## src/hw/iris_nn_pkg.sv

```systemverilog
`default_nettype none

package iris_nn_pkg;

    ////////////////////
    // Widths

    // Raw measurement from the sensor side
    localparam int feat_w    = 4;
    localparam int frac_bits = 10;
    localparam int weight_w  = 16;
    // Wide enough that no weighted sum can overflow
    localparam int act_w     = 24;
    // 0 to 1024 inclusive
    localparam int prob_w    = 11;

    localparam int n_in     = 4;
    localparam int n_hidden = 4;
    localparam int n_out    = 3;

    ////////////////////
    // Trained network, rounded to 1/1024

    localparam logic signed [weight_w-1:0] hidden_w [n_hidden][n_in] = '{
        '{  4096,   152, 13805,  7032 },
        '{ -2170,  5829, -6716, -6711 },
        '{ -6373,  -260, 12796,  6749 },
        '{ -4363,   258,  8743,  4187 }
    };

    localparam logic signed [weight_w-1:0] hidden_b [n_hidden] = '{
        -9996, 1373, -9279, -6392
    };

    // Rows are setosa, versicolor, virginica
    localparam logic signed [weight_w-1:0] output_w [n_out][n_hidden] = '{
        '{ -3021,   8552, -4527, -3163 },
        '{ -8026, -12568, -6552, -3830 },
        '{  7231,  -4009,  7569,  5084 }
    };

    localparam logic signed [weight_w-1:0] output_b [n_out] = '{
        -3513, 7825, -8361
    };

    typedef enum logic {
        layer_hidden,
        layer_output
    } layer_e;

    typedef enum logic [3:0] {
        setosa     = 4'd0,
        versicolor = 4'd1,
        virginica  = 4'd2
    } species_e;

    ////////////////////
    // Sigmoid segments

    // Breakpoints at 1.0, 2.375 and 5.0
    localparam logic [act_w-1:0] sig_brk_1 = 24'd1024;
    localparam logic [act_w-1:0] sig_brk_2 = 24'd2432;
    localparam logic [act_w-1:0] sig_brk_3 = 24'd5120;

    // Offsets of the three sloped segments
    localparam logic [act_w-1:0] sig_off_0 = 24'd512;
    localparam logic [act_w-1:0] sig_off_1 = 24'd640;
    localparam logic [act_w-1:0] sig_off_2 = 24'd864;
    localparam logic [prob_w-1:0] prob_one = 11'd1024;

    ////////////////////
    // Pipeline latencies

    localparam int mac_latency    = 2;
    localparam int sig_latency    = 1;
    localparam int argmax_latency = 1;
    localparam int total_latency  = 2 * (mac_latency + sig_latency) + argmax_latency;

endpackage

`default_nettype wire
```

## src/hw/species_argmax.sv

```systemverilog
`default_nettype none

module species_argmax (
    input  wire logic                               clk,
    input  wire logic                               rst_n,
    input  wire logic                               in_valid,
    input  wire logic [iris_nn_pkg::prob_w-1:0]     prob_0,
    input  wire logic [iris_nn_pkg::prob_w-1:0]     prob_1,
    input  wire logic [iris_nn_pkg::prob_w-1:0]     prob_2,
    output logic                                    out_valid,
    output logic [3:0]                              species,
    output logic [iris_nn_pkg::prob_w-1:0]          score
);

    logic [iris_nn_pkg::prob_w-1:0] best_12;
    logic [iris_nn_pkg::prob_w-1:0] best;
    iris_nn_pkg::species_e          sp_12;
    iris_nn_pkg::species_e          sp;

    // Ties go to the lower index
    always_comb begin
        if (prob_1 >= prob_2) begin
            best_12 = prob_1;
            sp_12   = iris_nn_pkg::versicolor;
        end else begin
            best_12 = prob_2;
            sp_12   = iris_nn_pkg::virginica;
        end
        if (prob_0 >= best_12) begin
            best = prob_0;
            sp   = iris_nn_pkg::setosa;
        end else begin
            best = best_12;
            sp   = sp_12;
        end
    end

    always_ff @(posedge clk or negedge rst_n) begin
        if (!rst_n) begin
            out_valid <= 1'b0;
        end else begin
            out_valid <= in_valid;
        end
    end

    always_ff @(posedge clk) begin
        species <= sp;
        score   <= best;
    end

endmodule

`default_nettype wire

```

## config.mk

```make
export PLATFORM = sky130hd
export DESIGN_NAME = species_argmax
export DESIGN_NICKNAME = d
export VERILOG_FILES = /design/src/hw/iris_nn_pkg.sv /design/src/hw/species_argmax.sv
export SDC_FILE = /design/constraint.sdc
export NUM_CORES = 1
export LEC_CHECK = 0
export BUFFER_PORTS_ARGS = -buffer_cell sky130_fd_sc_hd__buf_2
export CORE_MARGIN = 2
export CORE_UTILIZATION = 41
export DETAILED_ROUTE_END_ITERATION = 16
export PLACE_DENSITY = 0.8
export SETUP_SLACK_MARGIN = 0.02
export SYNTH_ARGS = -nofsm -noshare
export SYNTH_HDL_FRONTEND = slang
export SYNTH_SLANG_ARGS = --single-unit
```

## constraint.sdc

```tcl
create_clock -name clk -period 0.8 [get_ports clk]
set_clock_uncertainty 0.2 [all_clocks]
set_input_delay 0 -clock clk [delete_from_list [all_inputs] [get_ports clk]]
set_output_delay 0 -clock clk [all_outputs]
set_load 0.05 [all_outputs]
```

==> results of run 1 <==
through the flow:
| step | utilization | std cells | total power, mW |
|---|---|---|---|
| finish | 0.7986 | 223 | 3.434 |
| global route | 0.7986 | 223 | 3.589 |
| CTS | 0.7664 | 222 | 3.318 |
| detailed placement | 0.6488 | 214 | 2.542 |
| global placement | 0.6488 | 214 | 2.482 |
| floorplan | - | 120 | 2.065 |
cells by family after synthesis:
group | after synthesis
AOI/OAI and AO/OA | 16
DFF | 14
muxes | 22
adders and majority gates | 22
and+or+nand+nor | 18
other | 1
buffers and inverters | 26
state kept, by name, summed over array words and instances (netlist names):
| name | count |
|---|---|
| out_valid | 1 |
| species | 2 |
| score | 11 |
routing by layer:
metal | vias to the layer above | track usage | wire (um)
li1 | 554 | - | -
met5 | - | 0 | 0
met4 | 0 | 0.1327 | 176
met3 | 20 | 0.01163 | 140
met1 | 531 | 0.1884 | 1125
met2 | 51 | 0.4065 | 1913
power by group:
part           internal, mW  switching [mW]  leakage [nW]  total [mW]
Sequential            0.867          0.0696         0.121       0.937
Combinational         0.985            1.12         0.851        2.10
Clock                 0.193           0.202        0.0150       0.395
timing repair:
| item | in CTS | in global routing |
|---|---|---|
| pin swaps | 17 | 11 |
| resized for setup | 65 | 13 |
| endpoints found under the setup margin | 27 | 27 |
| endpoints found under the hold margin | 13 | 12 |
| buffers inserted | 2 | 1 |
how the worst max path moves through the flow:
stage / startpoint / to / slack, ns
floorplan: prob_2[2] / score[0] / -1.83
global placement: prob_2[2] / score[8] / -2.03
detailed placement: prob_2[2] / score[2] / -2.21
CTS: prob_2[2] / score[2] / -1.76
global route: prob_2[7] / score[2] / -2.01
finish: prob_2[8] / score[2] / -1.87
cell type report:
cell class / count / area [um2] / area share
Multi-Input combinational cell: 80 / 934.6 / 0.4640
Timing Repair Buffer: 73 / 610.6 / 0.3031
Sequential cell: 14 / 302.8 / 0.1503
Inverter: 22 / 102.6 / 0.05093
Tap cell: 30 / 37.54 / 0.01863
Clock buffer: 4 / 26.28 / 0.01304
cell usage after synthesis, drive strengths merged (2+ instances only):
master	instances
a211oi	3
a21oi	7
buf	4
dfxtp	13
ha	22
inv	22
mux2	2
mux2i	20
nand2	4
nand3	3
nand4	2
nor2	4
nor2b	2
o21ai	5
==> impl_metrics.json, run 1 <==
{
  "ys_types": 25,
  "fp.dieH_um": 55.82,
  "fmax_mhz": 374.0,
  "die_x_um": 55.82,
  "cts_buffers": 3,
  "port_buffers": 49,
  "hold_class": "input pin to register",
  "min-delay-start": "prob_0[5]",
  "powerDensity_nw_per_um2": 1705,
  "final_common_cell": "buf_2",
  "place_area_um2": 1637,
  "h-tree-depth": 1,
  "nets": 252,
  "final_antenna_net_count": 0,
  "syn_inst": 119,
  "drc": 0,
  "fin_ws_ns": -1.874,
  "synthArstFlopShare": 0.07143,
  "whs_ns": -0.2306,
  "status": "complete, but fails checks",
  "ir_worst_vdd_v": 0.001557,
  "grt_pass1_vias": 1135,
  "grt_max_degree": 9,
  "violations": "hold timing, setup timing",
  "fill_cells": 158,
  "drive_gt1_frac": 0.6788,
  "start_kind": "input pin",
  "cts.sinks": 14,
  "fin_crit_sh": 3.342,
  "worst-path-stages": 16,
  "io_pins": 52,
  "cts.clk_slew.worst_paths_ns": 0.08,
  "pre_cts_ws_ns": -2.212,
  "yosysTopAreaCell": "ha_1",
  "area_growth_pct": 82.95,
  "cp_slowest_cell": "mux2_4",
  "first_pass_iters": 4,
  "cts_root_buffer": "clkbuf_4",
  "fin_area_um2": 2014,
  "path_max_fanout": 8,
  "cp.buffers_inverters": 3,
  "ctsHoldBuffers": 2,
  "holdPathEnd": "score[5]",
  "synth_top_family_by_area": "adder cells",
  "setup_tns_ns": -25.67,
  "grt-ovfl-total": 0,
  "diodes": 0,
  "synthSimpleGateAreaFrac": 0.07955,
  "initial_core_util": 0.4365,
  "ys_seq_area_frac": 0.2591,
  "dieArea_um2": 3116,
  "cts_max_path_buffers": 2,
  "cts_tree": "done",
  "synth_area_leaders": "ha_1 (25%), dfxtp_1 (24%), mux2i_1 (18%), inv_1 (7.5%), a21oi_1 (2.7%)",
  "antenna_found_initial": 0,
  "hpwl_um": 2316,
  "period_minus_slack_ns": 2.674,
  "cp_data_arrival_time_ns": 2.67,
  "ys_seq_elements": 14,
  "setup_viol": 27,
  "ys.flop_type": "dfxtp_1",
  "min_path_cells": 3,
  "netlist_area_um2": 1101,
  "worstPathCellList": "buf_8, inv_4, ha_4, a21oi_2, nor2_2, a211oi_2, o21ai_4, mux2_4, ha_4, nand2b_4, a211oi_2, nor3_2, o21ai_1, a21oi_2, buf_6, mux2i_1",
  "first_iter_violations": 16,
  "num_rows": 18,
  "final_cell_mix": "buf_2 (25), buf_4 (21), buf_6 (18)",
  "crit_type": "input pin to register",
  "synth_compound_area_frac": 0.09318,
  "ys.warnings.count": 0,
  "avgSynthCellArea_um2": 9.253,
  "leakage_nw": 0.9862,
  "synthAdderAreaFrac": 0.2500,
  "finalMaxSlewViolations": 0,
  "cpLargestDelayFamily": "compound AO/OA/AOI/OAI gates",
  "synthXorXnorAreaFrac": 0,
  "max_stage_delay_ns": 0.34,
  "avgRoutedWirePerCell_um": 15.04,
  "grt_pass1_wl_um": 4850,
  "gp_congestion": 0.8437,
  "synth-edff-count": 0,
  "drt_wl_total_um": 3355,
  "vias": 1156,
  "crit_required_ns": 0.79,
  "synthMuxAreaShare": 0.2057,
  "via_per_inst": 5.184,
  "rsz0062_at_grt": "true",
  "core_um2": 2522,
  "cap_violations": 0,
  "hold_viol": 12,
  "endpoint_kind": "register",
  "synth_top_area_frac": 0.2500,
  "track_usage": 0.2006
}
Note: power is estimated with default switching activity, not from simulation.
==> run 2: changes to the inputs <==
--- a/config.mk
+++ b/config.mk
@@ -5,9 +5,10 @@
 export SDC_FILE = /design/constraint.sdc
 export NUM_CORES = 1
 export LEC_CHECK = 0
+export ABC_AREA = 1
 export BUFFER_PORTS_ARGS = -buffer_cell sky130_fd_sc_hd__buf_2
 export CORE_MARGIN = 2
-export CORE_UTILIZATION = 41
+export CORE_UTILIZATION = 44
 export DETAILED_ROUTE_END_ITERATION = 16
 export PLACE_DENSITY = 0.8
 export SETUP_SLACK_MARGIN = 0.02
==> constraint.sdc (replaced) <==
create_clock -name clk -period 0.8 [get_ports clk]
set_clock_uncertainty 0.2 [all_clocks]
set_input_delay 0 -clock clk [delete_from_list [all_inputs] [get_ports clk]]
set_output_delay 0 -clock clk [all_outputs]
set_load 0.1 [all_outputs]
==> run 2 against run 1 <==
Effect of this change: the run now fails in global routing; synthesized cell count rose by 71%; area after synthesis rose by 32%.
==> impl_metrics.json, run 2 <==
{
  "initial_core_util": 0.4677,
  "cts_root_buffer": "clkbuf_4",
  "fp.dieH_um": 61.44,
  "h-tree-depth": 1,
  "io_pins": 52,
  "ys_seq_area_frac": 0.1966,
  "yosysMostFrequentCell": "nand2_1",
  "num_rows": 20,
  "status": "stopped before the end",
  "syn_inst": 203,
  "worst_endpoint": "score[10]$_DFF_P_/D",
  "die_x_um": 61.44,
  "cts_buffers": 3,
  "ys_types": 25,
  "place_area_um2": 2437,
  "cts_max_path_buffers": 2,
  "avgSynthCellArea_um2": 7.150,
  "yosysTopAreaCell": "ha_1",
  "endpoint_type": "register input",
  "pre_cts_ws_ns": -1.892,
  "gp_congestion": 0.8299,
  "synth-edff-count": 0,
  "ys.warnings.count": 0,
  "synth_area_leaders": "ha_1 (19%), dfxtp_1 (18%), nand2_1 (17%), o21bai_2 (7.0%), inv_1 (6.7%)",
  "cts.sinks": 14,
  "error_line": "[ERROR DPL-0038] Utilization greater than 100%, impossible to legalize",
  "netlist_top_cells_count": "nand2_1 (65), inv_1 (26), ha_1 (22)",
  "hpwl_um": 3609,
  "synth_top_area_frac": 0.1897,
  "port_buffers": 49,
  "synthArstFlopShare": 0.07143,
  "ys.flop_type": "dfxtp_1",
  "grt_max_degree": 14,
  "ys_seq_elements": 14,
  "netlist_area_um2": 1451,
  "failing_step": "global routing"
}
-- run 2: cell count changes after synthesis, sizes merged, moves of 3 or more --
| cell | change |
|---|---|
| nand3 | +23 |
| buf | +4 |
| nor2 | +6 |
| a211oi | -3 |
| mux2i | -20 |
| inv | +8 |
| o21bai | +10 |
| o21ai | -4 |
| nand2 | +65 |
-- run 2: what timing repair did --
action / in CTS
setup endpoints to repair: 27
hold buffers: 2
pin swaps: 32
cloned: 3
resized for setup: 70
buffers inserted: 16
hold endpoints to repair: 13
-- run 2: cell families after synthesis --
logic type               Yosys count  share of synthesized area
AO/OA/AOI/OAI                     19                     0.1155
adder cells (fa/ha/maj)           22                     0.1897
buffers and inverters             39                     0.1371
flip-flops                        14                     0.1965
other                              1                   0.002584
AND/OR/NAND/NOR                  108                     0.3586
-- run 2: stage by stage --
step | cells | util | hold WS [ns]
4_1_cts | 353 | 0.9581 | -0.2675
3_5_place_dp | 328 | 0.7855 | -0.4221
3_3_place_gp | 328 | 0.7855 | -0.4243
2_1_floorplan | 204 | - | -0.4956
==> run 3: changes to the inputs <==
--- a/config.mk
+++ b/config.mk
@@ -8,10 +8,9 @@
 export ABC_AREA = 1
 export BUFFER_PORTS_ARGS = -buffer_cell sky130_fd_sc_hd__buf_2
 export CORE_MARGIN = 2
-export CORE_UTILIZATION = 44
+export CORE_UTILIZATION = 29
 export DETAILED_ROUTE_END_ITERATION = 16
-export PLACE_DENSITY = 0.8
-export SETUP_SLACK_MARGIN = 0.02
+export PLACE_DENSITY_LB_ADDON = 0.15
 export SYNTH_ARGS = -nofsm -noshare
 export SYNTH_HDL_FRONTEND = slang
 export SYNTH_SLANG_ARGS = --single-unit
==> constraint.sdc (replaced) <==
create_clock -name clk -period 1 [get_ports clk]
set_clock_uncertainty 0.2 [all_clocks]
set_input_delay 0 -clock clk [delete_from_list [all_inputs] [get_ports clk]]
set_output_delay 0 -clock clk [all_outputs]
set_load 0.1 [all_outputs]
==> run 3 against run 2 <==
Effect of this change: the flow now finishes, with violations (hold timing, setup timing); area after synthesis unchanged; synthesized cell count unchanged.
==> impl_metrics.json, run 3 <==
{
  "io_pins": 52,
  "place_area_um2": 2424,
  "ys.flop_type": "dfxtp_1",
  "hold_class": "input pin to register",
  "cp_slowest_cell": "ha_1",
  "min_path_cells": 4,
  "first_iter_violations": 58,
  "start_kind": "input pin",
  "port_buffers": 49,
  "cp.buffers_inverters": 6,
  "p_total_mw": 4.811,
  "use_met3": 0.01874,
  "diodes": 0,
  "antenna_found_initial": 0,
  "endpoint_kind": "register",
  "initial_core_util": 0.3033,
  "grt_max_degree": 14,
  "synth_area_leaders": "ha_1 (19%), dfxtp_1 (18%), nand2_1 (17%), o21bai_2 (7.0%), inv_1 (6.7%)",
  "cts.sinks": 14,
  "synth_top_area_frac": 0.1897,
  "netlist_top_cells_count": "nand2_1 (65), inv_1 (26), ha_1 (22)",
  "cts_max_path_buffers": 2,
  "dieArea_um2": 5587,
  "netlist_area_um2": 1451,
  "crit_type": "input pin to register",
  "via_per_inst": 4.568,
  "drc": 0,
  "first_pass_iters": 4,
  "path_max_fanout": 13,
  "fin_crit_sh": 2.401,
  "grt-ovfl-total": 0,
  "reg_top3": "score x11, species x2, out_valid x1",
  "fin_area_um2": 3393,
  "drive_gt1_frac": 0.7175,
  "num_rows": 25,
  "final_antenna_net_count": 0,
  "core_um2": 4786,
  "ys_seq_elements": 14,
  "cts_root_buffer": "clkbuf_8",
  "yosysMostFrequentCell": "nand2_1",
  "setup_viol": 14,
  "grt_pass1_wl_um": 7155,
  "use_met1": 0.1940,
  "worst-path-stages": 21,
  "busiest_layer": "met2",
  "violations": "hold timing, setup timing",
  "ctsHoldBuffers": 14,
  "largest_register_ff_count": 11,
  "status": "complete, but fails checks",
  "final_cell_mix": "buf_4 (42), nand2_1 (41), ha_4 (19), buf_6 (19), buf_2 (18)",
  "worstPathCellList": "buf_6, inv_4, ha_4, nand2_4, inv_2, a21oi_4, nand2_4, buf_8, o21ai_2, and2_1, ha_1, inv_1, nand2_1, nand2_1, nand2_1, nand2_1, nand2_2, a21oi_4, inv_4, nand2_1, nand2_1",
  "h-tree-depth": 1,
  "vias": 1745,
  "cap_violations": 0,
  "synth-edff-count": 0,
  "cpMostUsedCell": "nand2_1",
  "area_growth_pct": 133.8,
  "powerDensity_nw_per_um2": 1418,
  "ys_seq_area_frac": 0.1966,
  "fp.dieH_um": 74.75,
  "nets": 374,
  "hold_viol": 8,
  "gp_congestion": 0.8514,
  "drt_wl_total_um": 5273,
  "placed_cells": 353,
  "final_common_cell": "buf_4",
  "syn_inst": 203,
  "largest-register": "score",
  "grt_util_met2": 0.2911,
  "ir_worst_vdd_v": 0.001205,
  "cts_buffers": 3,
  "cpLargestDelayFamily": "simple AND/OR/NAND/NOR gates",
  "grt_pass1_vias": 1697,
  "ys_types": 25,
  "max_stage_delay_ns": 0.23,
  "fmax_mhz": 416.4,
  "avgSynthCellArea_um2": 7.150,
  "yosysTopAreaCell": "ha_1",
  "ys.warnings.count": 0,
  "seq_area_um2": 294.0,
  "instances_no_fill": 382,
  "track_usage": 0.1639,
  "cts_tree": "done",
  "synthArstFlopShare": 0.07143,
  "avgRoutedWirePerCell_um": 13.80,
  "final_util": 0.7090,
  "finalMaxSlewViolations": 0,
  "fin_ws_ns": -1.401,
  "rsz0062_at_grt": "true",
  "die_x_um": 74.75,
  "multi_input_area_um2": 1629,
  "cts.clk_slew.worst_paths_ns": 0.06,
  "pre_cts_ws_ns": -1.650,
  "leakage_nw": 1.596,
  "whs_ns": -0.08999,
  "crit_required_ns": 0.93,
  "fill_cells": 313,
  "period_minus_slack_ns": 2.401,
  "hpwl_um": 3173,
  "cp_data_arrival_time_ns": 2.33
}
==> run 3: cell counts after synthesis <==
Identical to the previous run, type by type.
==> run 3: timing repair <==
| item | in CTS | in global routing |
|---|---|---|
| gates cloned | 1 | 1 |
| gates resized for setup | 89 | 51 |
| pin swaps | 53 | 15 |
| endpoints found under the hold margin | 13 | 5 |
| endpoints found under the setup margin | 14 | 15 |
| setup buffers | 5 | 4 |
==> run 3: cell type report <==
type,instances,share of cell area
sequential,14,0.08665
tap,67,0.02471
multi-input combinational,152,0.4801
timing repair buffer,114,0.3440
inverter,31,0.04830
clock buffer,4,0.01622
==> run 3: path summary, 6_finish.rpt <==
check / startpoint / endpoint / slack [ns]
worst max-delay path: prob_2[9] / score[4] / -1.40
worst min-delay path: prob_1[6] / score[6] / -0.09
max in group asynchronous: rst_n / out_valid / 0.10
min in group asynchronous: rst_n / out_valid / 0.39
==> run 3: logic make-up after synthesis <==
family / Yosys count / synth area share
and+or+nand+nor: 108 / 0.3586
buffers and inverters: 39 / 0.1371
adders and majority gates: 22 / 0.1897
AOI/OAI and AO/OA: 19 / 0.1155
DFF: 14 / 0.1965
other: 1 / 0.002584
==> run 3: routing by layer <==
metal | routed length [um] | up-vias
met3 | 172 | 16
met4 | 171 | 0
met5 | 0 | -
met1 | 2032 | 822
li1 | - | 866
met2 | 2897 | 41
==> run 3: report_power, final <==
part / switching (mW) / total, mW / internal, mW
registers: 0.105 / 0.820 / 0.715
logic: 2.00 / 3.45 / 1.45
clock network: 0.191 / 0.539 / 0.348
==> run 3: metrics by stage <==
| stage | setup TNS, ns | hold slack [ns] |
|---|---|---|
| 2_1_floorplan | -17.38 | -0.4956 |
| 3_5_place_dp | -21.23 | -0.4246 |
| 3_3_place_gp | -20.65 | -0.4249 |
| 4_1_cts | -16.24 | -0.1072 |
| 6_report | -17.65 | -0.08999 |
| 5_1_grt | -19.12 | -0.08236 |
